==> src/awe_cfg.svh <==
`ifndef AWE_CFG_SVH
`define AWE_CFG_SVH

// Pixel word and bank geometry
`define AWE_PIXEL_W 16
`define AWE_RAM_DEPTH 1024
`define AWE_ADDR_W 10

// Column index within one half-row
// Top bank address bit selects the half
`define AWE_COL_W (`AWE_ADDR_W - 1)

// Sequencer word from the kernel sequencer
`define AWE_SEQ_W 16

// Pipeline delays in clock cycles
`define AWE_RD_LATENCY 2
`define AWE_PIXEL_DELAY 2
`define AWE_ROW_STROBE_DELAY 1

`endif

==> src/awe_pkg.sv <==
`include "awe_cfg.svh"

package awe_pkg;

    ////////////////////////////////////////////////////////////
    // Layer state
    ////////////////////////////////////////////////////////////

    // One-hot, driven by the layer controller
    typedef enum logic [4:0] {
        st_idle          = 5'b00001,
        st_prim_buffer   = 5'b00010,
        st_wait_pfb_load = 5'b00100,
        st_active        = 5'b01000,
        st_job_done      = 5'b10000
    } awe_state_e;

    ////////////////////////////////////////////////////////////
    // Pixel and RAM port types
    ////////////////////////////////////////////////////////////

    typedef logic [`AWE_PIXEL_W-1:0] pixel_t;
    typedef logic [`AWE_COL_W-1:0] col_t;

    // Half-row select on top of the column
    typedef struct packed {
        logic half;
        col_t col;
    } ram_addr_t;

    typedef struct packed {
        logic      en;
        ram_addr_t addr;
        pixel_t    data;
    } ram_wr_t;

    typedef struct packed {
        logic      en;
        ram_addr_t addr;
    } ram_rd_t;

    // Odd bank in the upper half
    typedef struct packed {
        pixel_t odd;
        pixel_t even;
    } pixel_pair_t;

    ////////////////////////////////////////////////////////////
    // Sequencer word
    ////////////////////////////////////////////////////////////

    // Even bank reads a full column index
    typedef struct packed {
        logic                               row_flag;
        col_t                               even_col;
        logic [`AWE_SEQ_W-`AWE_COL_W-2:0]   rsvd;
    } seq_even_t;

    // Odd bank reads a narrower column plus parity and low bit
    typedef struct packed {
        logic                               row_flag;
        logic                               rsvd_hi;
        logic [`AWE_COL_W-2:0]              odd_col;
        logic [`AWE_SEQ_W-`AWE_COL_W-4:0]   rsvd_lo;
        logic                               parity;
        logic                               low;
    } seq_odd_t;

    // Same word, decoded once per bank
    typedef union packed {
        seq_even_t even;
        seq_odd_t  odd;
    } seq_word_u;

endpackage

==> src/awe_read_port.sv <==
`include "awe_cfg.svh"

module awe_read_port (
    input  logic                   clk,
    input  logic                   rst,
    input  awe_pkg::awe_state_e    state,
    input  logic [1:0]             gray_code,
    input  logic                   execute,
    input  awe_pkg::seq_word_u     seq_word,
    output awe_pkg::ram_rd_t       rd_even,
    output awe_pkg::ram_rd_t       rd_odd,
    output logic                   rdata_valid
);
    import awe_pkg::*;

    ram_addr_t                  even_addr;
    ram_addr_t                  odd_addr;
    ram_addr_t                  even_addr_q;
    ram_addr_t                  odd_addr_q;
    logic                       rd_go;
    logic                       rd_en;
    logic [`AWE_RD_LATENCY-1:0] valid_sr;

    ////////////////////////////////////////////////////////////
    // Address decode
    ////////////////////////////////////////////////////////////

    // Row flag toggles the half picked by the gray phase
    assign even_addr.half = gray_code[0] ^ seq_word.even.row_flag;
    assign even_addr.col  = seq_word.even.even_col;

    // Odd column widened by the merged low bit
    assign odd_addr.half = gray_code[1] ^ seq_word.odd.row_flag;
    assign odd_addr.col  = {seq_word.odd.odd_col, seq_word.odd.low | seq_word.odd.parity};

    assign rd_go = execute && (state == st_active);

    ////////////////////////////////////////////////////////////
    // Request registers
    ////////////////////////////////////////////////////////////

    always_ff @(posedge clk) begin
        if (rst) begin
            rd_en <= 1'b0;
        end else begin
            rd_en <= rd_go;
        end
    end

    always_ff @(posedge clk) begin
        if (rd_go) begin
            even_addr_q <= even_addr;
            odd_addr_q  <= odd_addr;
        end
    end

    // Both banks read together
    assign rd_even = '{en: rd_en, addr: even_addr_q};
    assign rd_odd  = '{en: rd_en, addr: odd_addr_q};

    // Valid tracks the RAM read pipeline
    always_ff @(posedge clk) begin
        if (rst) begin
            valid_sr <= '0;
        end else begin
            valid_sr[0] <= rd_en;
            for (int i = 1; i < `AWE_RD_LATENCY; i++) begin
                valid_sr[i] <= valid_sr[i-1];
            end
        end
    end

    assign rdata_valid = valid_sr[`AWE_RD_LATENCY-1];

endmodule

==> config.mk <==
export PLATFORM = sky130hd
export DESIGN_NAME = awe_read_port
export DESIGN_NICKNAME = d
export VERILOG_FILES = /design/src/awe_pkg.sv /design/src/awe_read_port.sv
export VERILOG_INCLUDE_DIRS = /design/src /design/src/src
export SDC_FILE = /design/constraint.sdc
export NUM_CORES = 1
export LEC_CHECK = 0
export BUFFER_PORTS_ARGS = -buffer_cell sky130_fd_sc_hd__buf_2
export CAP_MARGIN = 0
export CORE_MARGIN = 2
export CORE_UTILIZATION = 30
export DETAILED_ROUTE_END_ITERATION = 10
export PLACE_DENSITY = 0.62
export SLEW_MARGIN = 30
export SYNTH_ARGS = -nofsm -noshare
export SYNTH_HDL_FRONTEND = slang
export SYNTH_SLANG_ARGS = --single-unit
==> constraint.sdc <==
create_clock -name clk -period 2.8 [get_ports clk]
set_input_delay 0.28 -clock clk [delete_from_list [all_inputs] [get_ports clk]]
set_output_delay 0.28 -clock clk [all_outputs]
set_load 0.01 [all_outputs]
# == Yosys cells after proc, flatten, opt, wreduce, memory -nomap -nowiden ==
# Index checks and enable logic that the tools add are counted.
# totals
ff_bits,23
latch_bits,0
ram_bits,0
romBits,0
inputBits,26
out_inout_bits,23
wordCells,11
n_memories,0
# classes
n_addsub,0
n_mul,0
div_mod_pow,0
magnitude_cmp,0
n_eq_ne,1
shift,0
mux,0
bitwise,3
n_reduce_logical,1
# ops
cell,n
"5-bit by 4-bit equality test with 1-bit output, second input constant",1
1-bit bitwise XOR,2
1-bit logical AND,1
1-bit bitwise OR,1

# == Logic depth before layout (Yosys ltp) ==
# logic_depth
depth_word,2
ltp_mapped,2

# == Worst setup path before layout ==
# OpenSTA, ideal clock, no wires.
# synth_path
path_kind,input to register
start,in state[1]
end,"reg even_addr_q, in the netlist rd_even[0] (enable)"
arrival_time_ns,1.806
t_required_ns,2.401
path_slack_ns,0.595
path_stages,2
path_cell_list,or4b_4 nor3b_1
# synth_between
elab_chain_len,2
# synth_lines
element,line_no,rtl
"start, declared",awe_read_port.sv:6,"input awe_pkg::awe_state_e state,"
5-bit by 4-bit equality test with 1-bit output,awe_read_port.sv:36,assign rd_go = execute && (state == st_active);
1-bit logical AND,awe_read_port.sv:36,
net rd_go,awe_read_port.sv:20,logic rd_go;
"end signal, assigned",awe_read_port.sv:52,even_addr_q <= even_addr;
"end, declared",awe_read_port.sv:18,ram_addr_t even_addr_q;
# The timed path passes the listed nets, and every way through them passes these cells.
# A chain may end at the register's enable or synchronous reset.

# == Final worst setup path ==
# layout_path
start,in state[1]
end,"reg even_addr_q, in the netlist rd_even[3] (enable)"
# The elaborated chain is that of the path after synthesis.

==> run summary <==
CELLS AND AREA
-------------------------------------------------------------------------------------
Leading cell types in the layout, fill and taps excluded ............... sky130_fd_sc_hd__buf_2 (44), sky130_fd_sc_hd__edfxtp_1 (12), sky130_fd_sc_hd__clkbuf_4 (3), sky130_fd_sc_hd__dfxtp_1 (3)
Area taken by flip-flops and latches ...................................    420.4 µm²
Multi-input gate area in the final layout ..............................    77.57 µm²
Number of nets in the finished design ..................................           99
Antenna diode instance count ...........................................            0
Layout Utilization .....................................................       44.87%
Post-route cell area ...................................................    783.3 µm²
Area growth from synthesis to layout ...................................       37.89%
Most frequent standard cell in the layout excluding fill and tap cells . sky130_fd_sc_hd__buf_2
Fraction of layout instances using a drive strength above 1 ............       70.83%
Final instance count without filler cells ..............................           97
Filler Cell Count ......................................................          170

GLOBAL ROUTE
-------------------------------------------------------------------------------------
Maximum number of pins on one net before global-route repair ...........           13
Aggregate global routing overflow ......................................            0
Global-route wire length before repair .................................     1.228 mm
Via count of the first global-routing pass .............................          333
Initial antenna violation count ........................................            0
All-layer global routing usage .........................................       8.438%

ROUTE
-------------------------------------------------------------------------------------
Router iterations before antenna repair ................................            4
Average via count per standard cell ....................................        3.907
Routed len/inst ........................................................     9.938 µm
Detailed Route Iter0 Violations ........................................            1
DRC violation count after routing ......................................            0
Via count of the routed design .........................................          379
Antenna viol nets, final ...............................................            0
Routed WL ..............................................................       964 µm

CLOCK TREE
-------------------------------------------------------------------------------------
Clock Sink Count .......................................................           15
Clock tree from TritonCTS ..............................................         done
Count of hold-fix buffers inserted at cts ..............................            0
CTS-repair resized insts ...............................................            0
Clock insertion delay at the later pin of the skew report ..............      0.27 ns
Clock-pin transition on the worst setup and hold timing paths ..........      0.08 ns
# Post-CTS Setup Buffers ...............................................            0
Total number of H-tree levels ..........................................            1
Clock Tree Root ........................................................ sky130_fd_sc_hd__clkbuf_4
Total CTS buffers ......................................................            3
Number of buffers on the longest clock path ............................            2

DIE
-------------------------------------------------------------------------------------
Placeable core region ..................................................     1745 µm²
Die Wd .................................................................     47.52 µm
Number of placed I/O pins ..............................................           49
Effective utilization at floorplan .....................................       32.54%
Die span in y ..........................................................     47.52 µm
Site row count .........................................................           15
Die Outline Area .......................................................     2258 µm²

PLACEMENT
-------------------------------------------------------------------------------------
Count of buffers inserted at the top-level ports .......................           44
Placed insts ...........................................................           93
Gpl congestion .........................................................       0.6130
Post-placement worst setup slack .......................................     1.159 ns
Placed standard-cell area ..............................................    757.0 µm²

STA
-------------------------------------------------------------------------------------
Total count of max-transition violations in the final report ...........            0
Share of the cycle needed by the critical path after routing ...........       47.74%
Minimum clock period ...................................................     1.337 ns
Rel. slew slack ........................................................       88.45%
Accumulated negative setup slack .......................................         0 ns
Highest clock rate .....................................................    748.1 MHz
Slew at the pin closest to its max-slew limit ..........................    0.1728 ns
Total count of hold-check failures in the final report .................            0
Final number of setup-violating endpoints ..............................            0
Clock tree skew after final layout ..................................... 0.00006326 ns
Fin Hold WS ............................................................    0.1819 ns
Min setup slack post-route .............................................     1.463 ns
RSZ-0062 raised after global routing ...................................        false

POWER
-------------------------------------------------------------------------------------
Sequential share of power ..............................................        63.4%
Internal power summed over all cells ...................................    0.3133 mW
Total net switching power ..............................................   0.07088 mW
Power Total ............................................................    0.3841 mW
Worst IR Drop VDD ......................................................  0.0002420 V
Relative contribution of combinational cells to total power ............         6.7%
Switching share of power ...............................................       18.45%
Static leakage power ...................................................    0.3555 nW
Clock network fraction of design power .................................        30.0%
Power density relative to cell area .................................... 490.5 nW/µm²

SETUP PATH
-------------------------------------------------------------------------------------
Maximum fanout along the worst path ....................................           12
Critical Path Start ....................................................     state[1]
Worst Setup Start Kind .................................................   input port
Worst R2R Start ........................................................        rd_en
Arrival time at the worst endpoint .....................................      1.31 ns
Worst path required time ...............................................      2.78 ns
Crit Path Category .....................................................    in -> reg
Sort of element at the end of the critical path ........................     register

WORST HOLD PATH
-------------------------------------------------------------------------------------
Startpoint of the most critical hold path .............................. seq_word[13]
Path type of the worst min-delay path ..................................    in -> reg

YOSYS
-------------------------------------------------------------------------------------
Flops & latches, synth .................................................           15
Syn Area/Cell ..........................................................    17.21 µm²
Cell area after synthesis ..............................................    568.0 µm²
Count of mapped cells out of synthesis .................................           33
Synthesized Nets .......................................................           59
Ys Warns ...............................................................            0
Sequential share of the synthesized area ...............................       74.01%
Number of distinct library cells after synthesis .......................            9

JOB
-------------------------------------------------------------------------------------
Count of max-cap constraint violations .................................            0

OUTCOME
-------------------------------------------------------------------------------------
Result of the run ...................................................... finished, final reports clean

==> routing by layer <==
| metal | vias up | wire [µm] | GRT usage, % |
|---|---|---|---|
| li1 | 186 | - | - |
| met2 | 40 | 447 | 14.59 |
| met1 | 153 | 321 | 7.765 |
| met5 | - | 0 | 0 |
| met3 | 0 | 195 | 4.528 |
| met4 | 0 | 0 | 5.000 |
==> state kept, by name, indices dropped and copies added (netlist names) <==
register  flops
rd_en         1
rd_even      10
rd_odd        2
valid_sr      2
==> cell type report <==
cell class,count,share of cell area [%]
well taps,25,3.994
flip-flops and latches,15,53.67
clock buffers,4,3.355
repair buffers,45,29.07
multi-input cells,8,9.904
==> synthesized netlist by cell type <==
cell | n | share of area [%]
sky130_fd_sc_hd__edfxtp_1 | 12 | 63
sky130_fd_sc_hd__nor2b_1 | 2 | 2.2
sky130_fd_sc_hd__xor2_1 | 2 | 3.1
sky130_fd_sc_hd__nor3b_1 | 1 | 1.3
sky130_fd_sc_hd__dfxtp_1 | 3 | 11
sky130_fd_sc_hd__or2_1 | 1 | 1.1
sky130_fd_sc_hd__nor4b_2 | 1 | 2.6
sky130_fd_sc_hd__buf_4 | 10 | 13
sky130_fd_sc_hd__or4b_4 | 1 | 2.4
==> power groups by stage <==
stage          logic [mW]  registers (mW)  clock network (mW)
2_1_floorplan     0.00681           0.250                   0
3_3_place_gp       0.0252           0.249                   0
3_5_place_dp       0.0262           0.249                   0
4_1_cts            0.0262           0.244               0.123
5_1_grt            0.0284           0.244               0.131
6_report           0.0256           0.243               0.115
==> final timing paths <==
| path | end | slack [ns] | cells after the start |
|---|---|---|---|
| worst max-delay path | rd_even[3] | 1.46 | 4 |
| worst min-delay path | rd_even[7] | 0.18 | 1 |
| worst max register to register | valid_sr[0] | 2.26 | 1 |
| worst min register to register | valid_sr[1] | 0.45 | 1 |
==> logic make-up after synthesis <==
logic type	count (synthesis)	synth area share [%]
simple gates	6	9.691
buf+inv	10	13.22
flops	15	74.01
xor+xnor	2	3.084
==> worst max-delay path: stages <==
cell                      delay [ns]
sky130_fd_sc_hd__buf_2          0.10
sky130_fd_sc_hd__or4b_4         0.54
sky130_fd_sc_hd__nor3b_2        0.18
sky130_fd_sc_hd__buf_4          0.21
No activity file was read; power rests on OpenSTA's default activity.
