$ cat config.mk
export PLATFORM = sky130hd
export DESIGN_NAME = awe_write_ctrl
export DESIGN_NICKNAME = d
export VERILOG_FILES = /design/src/awe_pkg.sv /design/src/awe_write_ctrl.sv
export VERILOG_INCLUDE_DIRS = /design/src /design/src/src
export SDC_FILE = /design/constraint.sdc
export NUM_CORES = 1
export LEC_CHECK = 0
export ABC_AREA = 1
export BUFFER_PORTS_ARGS = -buffer_cell sky130_fd_sc_hd__buf_2
export CAP_MARGIN = 25
export CORE_MARGIN = 2
export CORE_UTILIZATION = 47
export CTS_BUF_LIST = sky130_fd_sc_hd__clkbuf_8
export DETAILED_ROUTE_END_ITERATION = 8
export PLACE_DENSITY = 0.78
export SLEW_MARGIN = 20
export SYNTH_ARGS = -nofsm -noshare
export SYNTH_HDL_FRONTEND = slang
export SYNTH_SLANG_ARGS = --single-unit
export TNS_END_PERCENT = 20
$ cat constraint.sdc
create_clock -name clk -period 2.7 [get_ports clk]
set_input_delay 0.27 -clock clk [delete_from_list [all_inputs] [get_ports clk]]
set_output_delay 0.27 -clock clk [all_outputs]
set_load 0.005 [all_outputs]
$ cat src/awe_cfg.svh
`ifndef AWE_CFG_SVH
`define AWE_CFG_SVH

// Pixel word and bank geometry
`define AWE_PIXEL_W 16
`define AWE_RAM_DEPTH 1024
`define AWE_ADDR_W 10

// Column index within one half-row
// Top bank address bit selects the half
`define AWE_COL_W (`AWE_ADDR_W - 1)

// Sequencer word from the kernel sequencer
`define AWE_SEQ_W 16

// Pipeline delays in clock cycles
`define AWE_RD_LATENCY 2
`define AWE_PIXEL_DELAY 2
`define AWE_ROW_STROBE_DELAY 1

`endif

$ cat src/awe_pkg.sv
`include "awe_cfg.svh"

package awe_pkg;

    ////////////////////////////////////////////////////////////
    // Layer state
    ////////////////////////////////////////////////////////////

    // One-hot, driven by the layer controller
    typedef enum logic [4:0] {
        st_idle          = 5'b00001,
        st_prim_buffer   = 5'b00010,
        st_wait_pfb_load = 5'b00100,
        st_active        = 5'b01000,
        st_job_done      = 5'b10000
    } awe_state_e;

    ////////////////////////////////////////////////////////////
    // Pixel and RAM port types
    ////////////////////////////////////////////////////////////

    typedef logic [`AWE_PIXEL_W-1:0] pixel_t;
    typedef logic [`AWE_COL_W-1:0] col_t;

    // Half-row select on top of the column
    typedef struct packed {
        logic half;
        col_t col;
    } ram_addr_t;

    typedef struct packed {
        logic      en;
        ram_addr_t addr;
        pixel_t    data;
    } ram_wr_t;

    typedef struct packed {
        logic      en;
        ram_addr_t addr;
    } ram_rd_t;

    // Odd bank in the upper half
    typedef struct packed {
        pixel_t odd;
        pixel_t even;
    } pixel_pair_t;

    ////////////////////////////////////////////////////////////
    // Sequencer word
    ////////////////////////////////////////////////////////////

    // Even bank reads a full column index
    typedef struct packed {
        logic                               row_flag;
        col_t                               even_col;
        logic [`AWE_SEQ_W-`AWE_COL_W-2:0]   rsvd;
    } seq_even_t;

    // Odd bank reads a narrower column plus parity and low bit
    typedef struct packed {
        logic                               row_flag;
        logic                               rsvd_hi;
        logic [`AWE_COL_W-2:0]              odd_col;
        logic [`AWE_SEQ_W-`AWE_COL_W-4:0]   rsvd_lo;
        logic                               parity;
        logic                               low;
    } seq_odd_t;

    // Same word, decoded once per bank
    typedef union packed {
        seq_even_t even;
        seq_odd_t  odd;
    } seq_word_u;

endpackage

$ cat src/awe_write_ctrl.sv
`include "awe_cfg.svh"

module awe_write_ctrl (
    input  logic                clk,
    input  logic                rst,
    input  awe_pkg::awe_state_e state,
    input  logic [1:0]          gray_code,
    input  awe_pkg::col_t       input_row,
    input  awe_pkg::col_t       input_col,
    input  awe_pkg::col_t       num_input_cols,
    input  logic                pfb_rden,
    input  awe_pkg::pixel_t     pixel_in,
    input  awe_pkg::col_t       wr_addr,
    input  logic                row_strobe,
    input  logic                last_kernel,
    output awe_pkg::ram_wr_t    wr_even,
    output awe_pkg::ram_wr_t    wr_odd
);
    import awe_pkg::*;

    pixel_t                           pixel_d [`AWE_PIXEL_DELAY];
    logic [`AWE_ROW_STROBE_DELAY-1:0] strobe_d;
    logic                             prime_ok;
    logic                             row_wr;
    ram_wr_t                          even_n;
    ram_wr_t                          odd_n;
    logic                             even_en;
    logic                             odd_en;
    ram_addr_t                        even_addr;
    ram_addr_t                        odd_addr;
    pixel_t                           even_data;
    pixel_t                           odd_data;

    ////////////////////////////////////////////////////////////
    // Delay lines
    ////////////////////////////////////////////////////////////

    // Covers the prefetch buffer latency
    always_ff @(posedge clk) begin
        pixel_d[0] <= pixel_in;
        for (int i = 1; i < `AWE_PIXEL_DELAY; i++) begin
            pixel_d[i] <= pixel_d[i-1];
        end
    end

    always_ff @(posedge clk) begin
        if (rst) begin
            strobe_d <= '0;
        end else begin
            strobe_d[0] <= row_strobe;
            for (int i = 1; i < `AWE_ROW_STROBE_DELAY; i++) begin
                strobe_d[i] <= strobe_d[i-1];
            end
        end
    end

    assign prime_ok = pfb_rden && (input_col <= num_input_cols);
    assign row_wr   = strobe_d[`AWE_ROW_STROBE_DELAY-1] && last_kernel;

    ////////////////////////////////////////////////////////////
    // Write select
    ////////////////////////////////////////////////////////////

    always_comb begin
        even_n = '0;
        odd_n  = '0;
        case (state)
            st_prim_buffer: begin
                // First row lands in both banks
                if (prime_ok && input_row == 0) begin
                    even_n = '{en: 1'b1, addr: '{half: 1'b0, col: input_col}, data: pixel_in};
                    odd_n  = '{en: 1'b1, addr: '{half: 1'b0, col: input_col}, data: pixel_in};
                end else if (prime_ok && input_row == 1) begin
                    odd_n  = '{en: 1'b1, addr: '{half: 1'b1, col: input_col}, data: pixel_in};
                end else if (prime_ok && input_row == 2) begin
                    even_n = '{en: 1'b1, addr: '{half: 1'b1, col: input_col}, data: pixel_in};
                end
            end
            st_active: begin
                // Equal gray bits mean the odd bank takes the new row
                if (row_wr && (gray_code[0] == gray_code[1])) begin
                    odd_n = '{en: 1'b1, addr: '{half: gray_code[0], col: wr_addr},
                              data: pixel_d[`AWE_PIXEL_DELAY-1]};
                end else if (row_wr) begin
                    even_n = '{en: 1'b1, addr: '{half: gray_code[0], col: wr_addr},
                               data: pixel_d[`AWE_PIXEL_DELAY-1]};
                end
            end
            default: begin
            end
        endcase
    end

    ////////////////////////////////////////////////////////////
    // Write registers
    ////////////////////////////////////////////////////////////

    always_ff @(posedge clk) begin
        if (rst) begin
            even_en <= 1'b0;
            odd_en  <= 1'b0;
        end else begin
            even_en <= even_n.en;
            odd_en  <= odd_n.en;
        end
    end

    always_ff @(posedge clk) begin
        even_addr <= even_n.addr;
        even_data <= even_n.data;
        odd_addr  <= odd_n.addr;
        odd_data  <= odd_n.data;
    end

    assign wr_even = '{en: even_en, addr: even_addr, data: even_data};
    assign wr_odd  = '{en: odd_en, addr: odd_addr, data: odd_data};

endmodule
# Word level (Yosys, flattened, before mapping)
# Memory sizes are Yosys's and may differ from the RTL's.
# Index checks and enable logic that the tools add are counted.
# word_totals
regBits	55
ram_bits	32
inputBits	64
out_inout_bits	54
word_cells	33
memories	1
# classes
n_lt_le_gt_ge	1
eq_ne	5
mux	10
n_reduce_logical	7
# memory_table
name	depth	width	read_ports	rd_clocked_by_memory_dff	wr	line_no	rtl
pixel_d	2	16	2	0	2	awe_write_ctrl.sv:21	pixel_t pixel_d [`AWE_PIXEL_DELAY];
# op_table
op	n
27-bit 2-to-1 mux	8
27-bit one-hot mux with 2 select lines	2
9-bit by 1-bit == test with 1-bit output (second input constant)	1
9-bit by 2-bit == test with 1-bit output (second input constant)	1
9-bit <= comparator	1
9-bit zero test	1
1-bit logical AND	6
5-bit by 2-bit == test with 1-bit output (second input constant)	1
5-bit by 4-bit == test with 1-bit output (second input constant)	1
1-bit == test	1

# Depth between registers and ports, before layout
# logic_depth
depth_word	7
depth_mapped	12
mapped_depth_nobuf	11

# Worst setup path after synthesis
# No wires, ideal clock.
# synth_timing
kind	input -> register
from	input port num_input_cols[8]
to	register even_data[4]
setup_time_ns	0.067
t_arrival_ns	1.452
required_time_ns	2.633
path_slack_ns	1.181
path_stages	10
path_buffers	1
cell_sequence	inv_1 -> ha_1 -> nand2_1 -> inv_1 -> a21oi_1 -> nand3_1 -> nand2_2 -> nand4_2 -> buf_6 -> o21ai_2
# synth_lines
element	line_no	rtl
start: declaration	awe_write_ctrl.sv:10	input awe_pkg::col_t num_input_cols,
end signal: assignment	awe_write_ctrl.sv:110	even_data <= even_n.data;
end: declaration	awe_write_ctrl.sv:31	pixel_t even_data;

==> results_dict.tcl <==
set metrics [dict create \
    outcome "complete, no violations" \
    setup_viol 0 \
    period_share_pct 65.4 \
    tns_ns 0 \
    initial_core_util_pct 48.0 \
    grt_overflow_total 0 \
    vias 2309 \
    whs_endpoint "pixel_d[0][4]" \
    cap_viol_max_count 0 \
    dp_slack_ns 0.566 \
    dieHeight_um 83.8 \
    drv_slew 0 \
    power.internal_mw 1.83 \
    critical_path_class "input pin to register" \
    cts.sinks 87 \
    clk_path_buf_depth 2 \
    p_leak_nw 2.00 \
    die_w_um 83.8 \
    skew_ns 0.0120 \
    io_buffers 117 \
    fin_crit_ns 1.77 \
    reg2reg_from "strobe_d" \
    clk_latency_ns 0.35 \
    clk_pin_slew_ns 0.09 \
    slowest_delay_ns 0.45 \
    drtPass1Iterations 4 \
    final_layout_size_suffix_gt1_share_pct 40.6 \
    holdPathStages 1 \
    rows 29 \
    crit_path_start_kind "input pin" \
    critical_path.endpoint_type "register" \
    hold_start "pixel_in[4]" \
    drt_iter0_markers 75 \
    clockRootBuffer "clkbuf_8" \
    clockPowerShare_pct 39.5 \
    powerDensity_mw_per_mm2 625 \
    numCtsBuffers 9 \
    rsz0062_at_grt "false" \
    post_synth_instance_area_mm2 0.00299 \
    grt_pass1_wl_mm 9.94 \
    synthTopCellsByArea "dfxtp_1 (58%), o21ai_2 (9.1%), nand2_1 (8.7%), inv_1 (5.8%), ha_1 (3.8%)" \
    synth_top_area_cell "dfxtp_1" \
    postSynthAreaPerCell_um2 9.72 \
    crit_path_max_fanout 26 \
    rrSetupSlack_ns 1.15 \
    via_per_inst 4.53 \
    gp_congestion 0.829 \
    grtUsageTotal_pct 17.9 \
    p_comb_share_pct 5.2 \
    synth_top_area_share_pct 58.2 \
    syn-num-nets 381 \
    cp.arrival_ns 2.02 \
    final_antenna_net_count 0 \
    synth_cell_types 31 \
    antennaDiodeCount 0 \
    worstHoldPathType "input pin to register" \
    crit_top_cell "nand2_1" \
    setup_ws_ns 0.934 \
    core-area_mm2 0.00624 \
    final_nets 501 \
    synth_seq_area_share_pct 58.2 \
    wl_per_cell_um 12.0 \
    postRouteWirelength_mm 6.10 \
    io_pins 118 \
    path_cells "buf_2, ha_1, nand2_1, inv_1, nand2_1, nand2_1, nand2_1, nand3_1, nand2_2, nand4_4, o21ai_0" \
    cts_resized 0 \
    cp-startpoint "input_col[4]" \
    p_sw_mw 0.552 \
    vdd_drop_max_v 0.000446 \
    switching_share_pct 23.2 \
    cts_tree "built" \
    reg2reg_depth 7 \
    layout_common_cells "buf_2 (117), dfxtp_1 (87), nand2_1 (69), inv_1 (46), o21ai_2 (31)" \
    tightestPinTransition_ns 0.589 \
    synth_warnings 0 \
    pwr-share-seq_pct 55.3 \
    cts_hold_buf 0 \
    slowest_stage "nand4_4" \
    synth_seq_cells 87 \
    fmax_mhz 566 \
    worstPathRequired_ns 2.96 \
    antenna_found_initial 0 \
    relSlewSlack_pct 60.6 \
    die_area_mm2 0.00702 \
    grt_pass1_vias 2269 \
    final_common_cell "buf_2" \
    hold_viol_final 0 \
    hpwl_mm 4.43 \
    htreeDepth 3 \
    synth_cells 308 \
    r2r-end "odd_data[15]" \
    syn2layout_area_growth_pct 27.5 \
    grt_max_degree 27 \
    drc 0 \
    post-cts-setup-buffers 0 \
]
## power groups by stage
stage | Combinational, mW | Clock [mW] | Sequential, mW
final | 0.124 | 0.942 | 1.32
after global placement | 0.119 | 0 | 1.35
after CTS | 0.124 | 0.956 | 1.32
after detailed placement | 0.124 | 0 | 1.35
after floorplan | 0.0568 | 0 | 1.35
after global routing | 0.141 | 1.02 | 1.32
## registers in the layout, summed over array words and instances (netlist names)
name / flops
odd_en: 1
even_en: 1
wr_odd: 10
odd_data: 16
wr_even: 10
strobe_d: 1
pixel_d: 32
even_data: 16
## worst max path at each step
stage	to	slack, ns	cells past startpoint
after detailed placement	odd_data[2]	0.57	11
after CTS	odd_data[2]	0.93	11
after floorplan	even_data[4]	1.18	10
after global placement	wr_even[20]	0.61	10
after global routing	odd_data[2]	0.80	11
final	odd_data[2]	0.93	11
## routing by layer
layer  routed length [µm]  part of all wire, %  GRT usage (%)  vias to the layer above
met2                 3190                   52           32.1                       57
met3                  282                  4.6           5.24                        8
met5                    0                    0              0                        -
met4                  104                  1.7           8.36                        0
met1                 2520                   41           19.3                     1040
li1                     -                    -              -                     1204
## cell type report
cell class / count / area (µm²)
inverters: 48 / 180
flip-flops and latches: 87 / 1740
well taps: 77 / 96.3
clock inverters: 6 / 76.3
fillers: 551 / 2430
multi-input cells: 163 / 982
repair buffers: 119 / 601
clock buffers: 10 / 138
## stage by stage
step | cell area (µm²) | power [mW] | cells | hold WS, ns | utilization, %
3_5_place_dp | 3600 | 1.47 | 494 | 0.312 | 57.7
3_3_place_gp | 3600 | 1.47 | 494 | 0.310 | 57.7
5_1_grt | 3810 | 2.48 | 510 | 0.00146 | 61.1
4_1_cts | 3810 | 2.40 | 510 | 0.0146 | 61.1
6_report | 3810 | 2.38 | 510 | 0.0233 | 61.1
2_1_floorplan | 2990 | 1.40 | 308 | 0.298 | -
## kinds of logic after synthesis
| group | count (synthesis) | synth area share (%) |
|---|---|---|
| xor gates and xnor gates | 1 | 0.293 |
| buffers and inverters | 58 | 8.99 |
| DFF | 87 | 58.2 |
| AOI/OAI and AO/OA | 57 | 14.1 |
| adders and majority gates | 9 | 3.76 |
| and+or+nand+nor | 96 | 14.7 |
## synth_stat cells
master     n
dfxtp_1   87
nand2_1   69
inv_1     46
o21ai_2   31
o21ai_0   13
ha_1       9
nand3_1    7
nor2_1     7
o21ai_1    7
buf_6      4
buf_2      3
nor3_1     3
a21oi_1    2
buf_4      2
nand3b_1   2
a21boi_0   1
a21oi_2    1
a21oi_4    1
clkbuf_8   1
clkinv_1   1
inv_2      1
nand2_2    1
nand4_1    1
nand4_2    1
nand4_4    1
nor2_2     1
nor2_4     1
nor3_4     1
o21bai_1   1
or2_4      1
xor2_1     1
## critical path, delay by kind of cell
family / cells / cell delay [ns]
AND/OR/NAND/NOR: 7 / 0.92
AO/OA/AOI/OAI: 1 / 0.36
adder cells (fa/ha/maj): 1 / 0.32
buffers and inverters: 2 / 0.15
Note: power is estimated with default switching activity, not from simulation.
